File: config.mk
export PLATFORM = sky130hd
export DESIGN_NAME = hl_core
export DESIGN_NICKNAME = d
export VERILOG_FILES = /design/src/source/hl_proto_pkg.sv /design/src/source/hl_radio_pkg.sv /design/src/source/hl_control.sv /design/src/source/hl_core.sv /design/src/source/hl_ds_parser.sv /design/src/source/hl_us_response.sv
export SDC_FILE = /design/constraint.sdc
export NUM_CORES = 1
export LEC_CHECK = 0
export BUFFER_PORTS_ARGS = -buffer_cell sky130_fd_sc_hd__buf_2
export CAP_MARGIN = 20
export CORE_MARGIN = 8
export CORE_UTILIZATION = 40
export DETAILED_ROUTE_END_ITERATION = 16
export PLACE_DENSITY = 0.59
export SYNTH_ARGS = -nofsm -noshare
export SYNTH_HDL_FRONTEND = slang
export SYNTH_SLANG_ARGS = --single-unit
File: constraint.sdc
create_clock -name clk_ctrl -period 3.7 [get_ports clk_ctrl]
set_input_delay 0 -clock clk_ctrl [delete_from_list [all_inputs] [get_ports clk_ctrl]]
set_output_delay 0 -clock clk_ctrl [all_outputs]
set_load 0.01 [all_outputs]
File: src/source/hl_proto_pkg.sv
// HL protocol package
// byte, port and header constants of the UDP frames, and the
// byte-stream structs used on the network side of the core

package hl_proto_pkg;

  ////////////////////////////////////////////////////////////
  // basic types
  ////////////////////////////////////////////////////////////

  // one frame byte
  typedef logic [7:0] hl_byte_t;

  // udp port number
  typedef logic [15:0] hl_port_t;

  ////////////////////////////////////////////////////////////
  // frame constants
  ////////////////////////////////////////////////////////////

  // only destination port we listen on
  localparam hl_port_t HL_DS_PORT = 16'd1024;

  // sync header, bytes 0 and 1
  localparam hl_byte_t HL_SYNC0 = 8'hEF;
  localparam hl_byte_t HL_SYNC1 = 8'hFE;

  // frame type, byte 2
  localparam hl_byte_t HL_TYPE_CMD  = 8'h01;
  localparam hl_byte_t HL_TYPE_RESP = 8'h02;
  localparam hl_byte_t HL_TYPE_RUN  = 8'h04;

  ////////////////////////////////////////////////////////////
  // byte streams
  ////////////////////////////////////////////////////////////

  // downstream, one byte per valid while active is high
  typedef struct packed {
    logic     active;
    logic     valid;
    hl_port_t port;
    hl_byte_t data;
  } hl_udp_rx_t;

  // upstream, last flags the final byte of a frame
  typedef struct packed {
    logic     valid;
    logic     last;
    hl_byte_t data;
  } hl_udp_tx_t;

endpackage

File: src/source/hl_radio_pkg.sv
// HL radio package
// command and response payload types and the register map of the
// control block

package hl_radio_pkg;

  ////////////////////////////////////////////////////////////
  // command fields
  ////////////////////////////////////////////////////////////

  // register address carried in byte 3
  typedef logic [5:0] hl_cmd_addr_t;

  // register data, bytes 4 to 7
  typedef logic [31:0] hl_cmd_data_t;

  // one decoded command frame
  typedef struct packed {
    hl_cmd_addr_t addr;
    hl_cmd_data_t data;
    logic         ptt;
    logic         resp_rqst;
  } hl_cmd_t;

  // payload of an upstream response, byte 3 is {run, addr, tx_on}
  typedef struct packed {
    logic         run;
    hl_cmd_addr_t addr;
    logic         tx_on;
    hl_cmd_data_t data;
  } hl_resp_t;

  ////////////////////////////////////////////////////////////
  // register map
  ////////////////////////////////////////////////////////////

  // bit 0 selects the rf switch
  localparam hl_cmd_addr_t HL_ADDR_RFFE = 6'h00;
  // bit 0 enables the pa
  localparam hl_cmd_addr_t HL_ADDR_PA   = 6'h09;

endpackage

File: src/source/hl_control.sv
// HL control block
// command registers, transmit state, board outputs and the host
// watchdog; raises a response request with the register readback

`timescale 1ns/100ps

module hl_control
  import hl_radio_pkg::*;
#(
  parameter int unsigned WATCHDOG_CYCLES = 2_000_000
) (
  input  logic     clk_ctrl,
  input  logic     rst_n_i,
  input  logic     run_stb_i,
  input  logic     run_i,
  input  logic     cmd_stb_i,
  input  hl_cmd_t  cmd_i,
  input  logic     tx_inhibit_i,
  output logic     resp_stb_o,
  output hl_resp_t resp_o,
  output logic     led_run_o,
  output logic     led_tx_o,
  output logic     pa_inttr_o,
  output logic     rffe_rfsw_sel_o
);

  localparam int unsigned WD_W = $clog2(WATCHDOG_CYCLES + 1);

  logic            run_q;
  logic            ptt_q;
  hl_cmd_addr_t    addr_q;
  hl_cmd_data_t    rffe_q;
  hl_cmd_data_t    pa_q;
  hl_cmd_data_t    readback;
  logic [WD_W-1:0] wd_cnt_q;
  logic            wd_expired;
  logic            host_stb;
  logic            tx_on;

  assign host_stb   = run_stb_i | cmd_stb_i;
  assign wd_expired = (wd_cnt_q == WD_W'(WATCHDOG_CYCLES));

  ////////////////////////////////////////////////////////////
  // registers and watchdog
  ////////////////////////////////////////////////////////////

  always_ff @(posedge clk_ctrl) begin
    if (!rst_n_i) begin
      run_q      <= 1'b0;
      ptt_q      <= 1'b0;
      addr_q     <= '0;
      rffe_q     <= '0;
      pa_q       <= '0;
      wd_cnt_q   <= '0;
      resp_stb_o <= 1'b0;
    end else begin
      resp_stb_o <= cmd_stb_i & cmd_i.resp_rqst;
      // host went quiet
      if (wd_expired) begin
        run_q <= 1'b0;
        ptt_q <= 1'b0;
      end
      if (run_stb_i) begin
        run_q <= run_i;
      end
      if (cmd_stb_i) begin
        ptt_q  <= cmd_i.ptt;
        addr_q <= cmd_i.addr;
        if (cmd_i.addr == HL_ADDR_RFFE) rffe_q <= cmd_i.data;
        if (cmd_i.addr == HL_ADDR_PA) pa_q <= cmd_i.data;
      end
      // counts only while running
      if (host_stb || !run_q || wd_expired) begin
        wd_cnt_q <= '0;
      end else begin
        wd_cnt_q <= wd_cnt_q + 1'b1;
      end
    end
  end

  ////////////////////////////////////////////////////////////
  // outputs and readback
  ////////////////////////////////////////////////////////////

  assign tx_on = ptt_q & ~tx_inhibit_i;

  assign led_run_o       = run_q;
  assign led_tx_o        = tx_on;
  assign pa_inttr_o      = tx_on & pa_q[0];
  assign rffe_rfsw_sel_o = rffe_q[0];

  // unmapped addresses read as zero
  always_comb begin
    case (addr_q)
      HL_ADDR_RFFE: readback = rffe_q;
      HL_ADDR_PA:   readback = pa_q;
      default:      readback = '0;
    endcase
  end

  assign resp_o.run   = run_q;
  assign resp_o.addr  = addr_q;
  assign resp_o.tx_on = tx_on;
  assign resp_o.data  = readback;

endmodule

File: src/source/hl_core.sv
// HL control core top level
// downstream parser, control block and upstream response sender,
// all on the control clock

`timescale 1ns/100ps

module hl_core
  import hl_proto_pkg::*, hl_radio_pkg::*;
#(
  parameter int unsigned WATCHDOG_CYCLES = 2_000_000
) (
  input  logic       clk_ctrl,
  input  logic       rst_n_i,
  input  hl_udp_rx_t udp_rx_i,
  input  logic       tx_inhibit_i,
  output hl_udp_tx_t udp_tx_o,
  output logic       led_run_o,
  output logic       led_tx_o,
  output logic       pa_inttr_o,
  output logic       rffe_rfsw_sel_o
);

  logic     run_stb;
  logic     run;
  logic     cmd_stb;
  hl_cmd_t  cmd;
  logic     resp_stb;
  hl_resp_t resp;

  ////////////////////////////////////////////////////////////
  // downstream
  ////////////////////////////////////////////////////////////

  hl_ds_parser i_parser (
    .clk_ctrl  (clk_ctrl),
    .rst_n_i   (rst_n_i),
    .udp_rx_i  (udp_rx_i),
    .run_stb_o (run_stb),
    .run_o     (run),
    .cmd_stb_o (cmd_stb),
    .cmd_o     (cmd)
  );

  // registers, tx state and board io
  hl_control #(
    .WATCHDOG_CYCLES (WATCHDOG_CYCLES)
  ) i_control (
    .clk_ctrl        (clk_ctrl),
    .rst_n_i         (rst_n_i),
    .run_stb_i       (run_stb),
    .run_i           (run),
    .cmd_stb_i       (cmd_stb),
    .cmd_i           (cmd),
    .tx_inhibit_i    (tx_inhibit_i),
    .resp_stb_o      (resp_stb),
    .resp_o          (resp),
    .led_run_o       (led_run_o),
    .led_tx_o        (led_tx_o),
    .pa_inttr_o      (pa_inttr_o),
    .rffe_rfsw_sel_o (rffe_rfsw_sel_o)
  );

  ////////////////////////////////////////////////////////////
  // upstream
  ////////////////////////////////////////////////////////////

  hl_us_response i_response (
    .clk_ctrl   (clk_ctrl),
    .rst_n_i    (rst_n_i),
    .resp_stb_i (resp_stb),
    .resp_i     (resp),
    .udp_tx_o   (udp_tx_o)
  );

endmodule

File: src/source/hl_ds_parser.sv
// HL downstream parser
// checks port and sync header of incoming UDP frames and decodes
// start/stop and command frames into single-cycle strobes

`timescale 1ns/100ps

module hl_ds_parser
  import hl_proto_pkg::*, hl_radio_pkg::*;
(
  input  logic       clk_ctrl,
  input  logic       rst_n_i,
  input  hl_udp_rx_t udp_rx_i,
  output logic       run_stb_o,
  output logic       run_o,
  output logic       cmd_stb_o,
  output hl_cmd_t    cmd_o
);

  typedef enum logic [2:0] {
    ST_HDR,
    ST_TYPE,
    ST_RUN,
    ST_CMD,
    ST_DISCARD
  } state_t;

  state_t     state_q;
  logic [2:0] byte_cnt_q;
  hl_cmd_t    cmd_q;
  logic       byte_stb;
  hl_byte_t   rx_byte;
  logic       port_ok;

  assign byte_stb = udp_rx_i.active & udp_rx_i.valid;
  assign rx_byte  = udp_rx_i.data;
  assign port_ok  = (udp_rx_i.port == HL_DS_PORT);

  ////////////////////////////////////////////////////////////
  // frame state machine
  ////////////////////////////////////////////////////////////

  always_ff @(posedge clk_ctrl) begin
    if (!rst_n_i) begin
      state_q    <= ST_HDR;
      byte_cnt_q <= '0;
      run_stb_o  <= 1'b0;
      cmd_stb_o  <= 1'b0;
    end else begin
      run_stb_o <= 1'b0;
      cmd_stb_o <= 1'b0;
      // end of frame, back to idle
      if (!udp_rx_i.active) begin
        state_q    <= ST_HDR;
        byte_cnt_q <= '0;
      end else if (byte_stb) begin
        byte_cnt_q <= byte_cnt_q + 3'd1;
        case (state_q)
          ST_HDR: begin
            if (!port_ok) begin
              state_q <= ST_DISCARD;
            end else if (byte_cnt_q == 3'd0) begin
              if (rx_byte != HL_SYNC0) state_q <= ST_DISCARD;
            end else begin
              state_q <= (rx_byte == HL_SYNC1) ? ST_TYPE : ST_DISCARD;
            end
          end
          ST_TYPE: begin
            if (rx_byte == HL_TYPE_RUN) begin
              state_q <= ST_RUN;
            end else if (rx_byte == HL_TYPE_CMD) begin
              state_q <= ST_CMD;
            end else begin
              state_q <= ST_DISCARD;
            end
          end
          ST_RUN: begin
            run_stb_o <= 1'b1;
            state_q   <= ST_DISCARD;
          end
          ST_CMD: begin
            // byte 7 completes the data word
            if (byte_cnt_q == 3'd7) begin
              cmd_stb_o <= 1'b1;
              state_q   <= ST_DISCARD;
            end
          end
          default: state_q <= ST_DISCARD;
        endcase
      end
    end
  end

  ////////////////////////////////////////////////////////////
  // field assembly
  ////////////////////////////////////////////////////////////

  always_ff @(posedge clk_ctrl) begin
    if (byte_stb && state_q == ST_RUN) begin
      run_o <= rx_byte[0];
    end
    if (byte_stb && state_q == ST_CMD) begin
      if (byte_cnt_q == 3'd3) begin
        cmd_q.resp_rqst <= rx_byte[7];
        cmd_q.addr      <= rx_byte[6:1];
        cmd_q.ptt       <= rx_byte[0];
      end else begin
        // msb first
        cmd_q.data <= {cmd_q.data[23:0], rx_byte};
      end
      if (byte_cnt_q == 3'd7) begin
        cmd_o.addr      <= cmd_q.addr;
        cmd_o.data      <= {cmd_q.data[23:0], rx_byte};
        cmd_o.ptt       <= cmd_q.ptt;
        cmd_o.resp_rqst <= cmd_q.resp_rqst;
      end
    end
  end

endmodule

File: src/source/hl_us_response.sv
// HL upstream response sender
// serializes a captured response payload into one 8-byte frame,
// one byte per cycle

`timescale 1ns/100ps

module hl_us_response
  import hl_proto_pkg::*, hl_radio_pkg::*;
(
  input  logic       clk_ctrl,
  input  logic       rst_n_i,
  input  logic       resp_stb_i,
  input  hl_resp_t   resp_i,
  output hl_udp_tx_t udp_tx_o
);

  localparam logic [2:0] LAST_BYTE = 3'd7;

  hl_resp_t   resp_q;
  logic       busy_q;
  logic [2:0] byte_cnt_q;
  hl_byte_t   tx_byte;

  // payload, held for the whole frame
  always_ff @(posedge clk_ctrl) begin
    if (resp_stb_i) begin
      resp_q <= resp_i;
    end
  end

  ////////////////////////////////////////////////////////////
  // byte counter
  ////////////////////////////////////////////////////////////

  always_ff @(posedge clk_ctrl) begin
    if (!rst_n_i) begin
      busy_q     <= 1'b0;
      byte_cnt_q <= '0;
    end else if (resp_stb_i) begin
      busy_q     <= 1'b1;
      byte_cnt_q <= '0;
    end else if (busy_q) begin
      byte_cnt_q <= byte_cnt_q + 3'd1;
      if (byte_cnt_q == LAST_BYTE) busy_q <= 1'b0;
    end
  end

  ////////////////////////////////////////////////////////////
  // frame bytes
  ////////////////////////////////////////////////////////////

  always_comb begin
    case (byte_cnt_q)
      3'd0:    tx_byte = HL_SYNC0;
      3'd1:    tx_byte = HL_SYNC1;
      3'd2:    tx_byte = HL_TYPE_RESP;
      3'd3:    tx_byte = {resp_q.run, resp_q.addr, resp_q.tx_on};
      3'd4:    tx_byte = resp_q.data[31:24];
      3'd5:    tx_byte = resp_q.data[23:16];
      3'd6:    tx_byte = resp_q.data[15:8];
      default: tx_byte = resp_q.data[7:0];
    endcase
  end

  assign udp_tx_o.valid = busy_q;
  assign udp_tx_o.last  = busy_q & (byte_cnt_q == LAST_BYTE);
  assign udp_tx_o.data  = tx_byte;

endmodule
==> impl_metrics.ini <==
[outcome]
outcome = complete, no violations

[power]
p_sw_mw = 0.909
power_mw = 4.74
p_clk_frac = 0.448
p_int_mw = 3.83
swShare = 0.192
p_leak_nw = 3.33
p_comb_frac = 0.016
peakVddDrop_mv = 0.304
power.density_mw_per_mm2 = 481
power_frac_seq = 0.535

[timing]
period_needed_ns = 2.62
max_clock_freq_mhz = 382
worst_slew_margin_rel = 0.312
rsz0062_at_grt = no
hold_viol = 0
tns_ns = 0
slew_viol_final = 0
fin_skew_ns = 0.0108
timing.final.ws_setup_ns = 1.08
fin_crit_sh = 0.707
setup_viol = 0
hold_ws_ns = 0.0700
worst_pin_slew_ns = 1.03

[worst_hold_path]
holdCritPathClass = in -> reg

[worst_setup_path]
crit_path_start_kind = register
critPathMaxStageDelay_ns = 0.65
cp-end-kind = primary output
path_buf_inv = 2
cp_max_fo = 10
slowest_stage = or3_1
worstPathCellList = inv_1, ha_1, or3_1, mux2i_1, o21ai_0, buf_2
path_delay_family = simple AND/OR/NAND/NOR gates
worstPathRequired_ns = 3.70
arrival_ns = 2.62
critPathKind = reg -> out

[final_layout]
multi_input_area_sq_mm = 0.00282
fillers = 1878
antenna_cells = 0
post_route_cells_drive_above_1_share = 0.119
areaGrowthSynthToFinish_pct = 15.5
regArea_sq_mm = 0.00552
fin_cells = 1070
nets = 821

[yosys]
async_flop_share = 0
yosys.cell_types.count = 46
yosys_warnings = 0
synth_nets = 770
synth_edf_count = 113
syn_inst = 729
synth_top_area_frac = 0.398
synth_top_cell_by_area = edfxtp_1
synthTopCellsByArea = edfxtp_1 40%, dfxtp_1 25%, nand2_1 6.2%, a21boi_0 5.8%, a22o_1 3.4%
syn_avg_cell_area_sq_um = 11.7
seq_area_frac_synth = 0.647
synth_seq_cells = 219
yosysMostFrequentCell = nand2_1
synth_common_cells = 142 x nand2_1, 113 x edfxtp_1, 106 x dfxtp_1
ys.flop_type = edfxtp_1
syn-cell-area_sq_mm = 0.00853

[clock_network]
cts_buffer_depth = 3
cts.sinks = 219
cts_buffers = 23
cts.clk_slew.worst_paths_ns = 0.06
clockRootBuffer = clkbuf_16
htreeDepth = 1
insertion_delay_ns = 0.49
tritoncts = built

[die]
die_width_um = 162
core_area_sq_mm = 0.0210
rows = 53
die-area_sq_mm = 0.0263
ios = 43
start_util = 0.407
die_h_um = 162

[placed_design]
dpl_worst_slack_ns = 1.55
finalWeightedCongestion = 0.803
placed_cells = 1015
hpwl_mm = 11.6
io_buffer_count = 42

[drt]
vias_per_cell = 5.10
first_iter_violations = 406
avgRoutedWirePerCell_um = 16.6
drc = 0
vias = 5457
drt-total-wl_mm = 17.8
firstDrtPassIters = 5
ant_nets = 0

[job]
cap_violations = 0

[grt]
gr-max-usage-layer = met2
met2_usage = 0.217
grt_first_pass_wirelength_mm = 28.9
grt_usage = 0.135
grt_max_degree = 76
grt_pass1_vias = 5485
met3_usage = 0.0233
grt_overflow = 0
gr-usage-met1 = 0.183
antenna_found_initial = 0
## cells in the final DEF, fill, tap and decap left out, drive strengths merged, types with 3 or more instances in the layout
| cell | instances |
|---|---|
| nand2 | 142 |
| edfxtp | 113 |
| dfxtp | 106 |
| a21boi | 66 |
| buf | 50 |
| nor2 | 44 |
| a22o | 33 |
| clkbuf | 32 |
| nand3 | 22 |
| o21ai | 20 |
| mux2i | 15 |
| dlygate4sd3 | 15 |
| xnor2 | 14 |
| inv | 14 |
| ha | 12 |
| nor2b | 10 |
| nor4 | 10 |
| xor2 | 8 |
| a22oi | 7 |
| nor3 | 7 |
| nor4b | 6 |
| nand4 | 6 |
| clkinv | 6 |
| and3 | 5 |
| and4 | 4 |
| and2 | 4 |
| or3 | 3 |
## routing by layer
metal / wire length (um) / up-vias / share of wire
met5: 0 / - / 0
met4: 355 / 0 / 0.020
met3: 850 / 23 / 0.048
met2: 8130 / 141 / 0.46
met1: 8420 / 2608 / 0.47
li1: - / 2685 / -
## worst min-delay path, cell delays in order
cell,delay (ns)
buf_2,0.07
or3_1,0.17
nor4_4,0.07
o21ai_0,0.14
a21oi_1,0.06
## layout make-up
cell class | instances | share of cell area
multi-input combinational | 458 | 0.286
clock inverter | 8 | 0.00711
inverter | 13 | 0.00495
tap | 275 | 0.0349
timing repair buffer | 65 | 0.0434
sequential | 219 | 0.560
clock buffer | 32 | 0.0639
## power by group through the flow
stage	Clock, mW	Sequential [mW]	Combinational (mW)
4_1_cts	2.18	2.54	0.0781
3_5_place_dp	0	2.59	0.0665
5_1_grt	2.30	2.54	0.0845
6_report	2.12	2.54	0.0777
2_1_floorplan	0	2.59	0.0346
3_3_place_gp	0	2.59	0.0645
## worst paths after layout
| path | startpoint | end | slack [ns] | cells after the start |
|---|---|---|---|---|
| max | i_response.byte_cnt_q[1]$_SDFFE_PP0P_ | udp_tx_o[3] | 1.08 | 6 |
| min reg2reg | i_parser.cmd_q[0]$_DFFE_PP_ | i_parser.cmd_o[0]$_DFFE_PP_ | 0.42 | 0 |
| min | udp_rx_i[17] | i_parser.state_q[2]$_SDFFE_PN0P_ | 0.07 | 5 |
| max reg2reg | i_parser.state_q[1]$_SDFFE_PN0P_ | i_parser.state_q[1]$_SDFFE_PN0P_ | 1.57 | 6 |
## repair_timing
item                      CTS  global route
hold buffers               15             0
hold endpoints to repair   34             0
setup buffers               0             0
gates resized for setup     0             0
## cells by family (layout without fill, tap and decap cells)
kind of cell | count (synthesis) | count (layout) | share of synthesized area
XOR/XNOR | 22 | 22 | 0.0226
multiplexers | 15 | 15 | 0.0176
AND/OR/NAND/NOR | 275 | 275 | 0.154
flip-flops | 219 | 219 | 0.647
adder cells (fa/ha/maj) | 12 | 12 | 0.0176
buffers and inverters | 52 | 118 | 0.0255
AO/OA/AOI/OAI | 134 | 134 | 0.116
## state kept, by name, summed over array words and instances, names as in the netlist
register and cells:
i_response.resp_q 40, i_control.wd_cnt_q 21, i_control.led_run_o 1, i_control.rffe_q 32
i_control.pa_q 32, i_parser.cmd_q 32, i_parser.run_o 1, i_control.addr_q 6
i_parser.run_stb_o 1, i_response.byte_cnt_q 3, i_parser.cmd_stb_o 1, i_response.busy_q 1
i_parser.state_q 3, i_parser.cmd_o 40, i_control.resp_stb_o 1, i_parser.byte_cnt_q 3
i_control.ptt_q 1
## stage by stage
step,area [sq um],util
3_5_place_dp,9000,0.430
3_3_place_gp,8990,0.429
6_report,9850,0.470
4_1_cts,9850,0.470
2_1_floorplan,8530,-
5_1_grt,9850,0.470
Note: power is estimated with default switching activity, not from simulation.
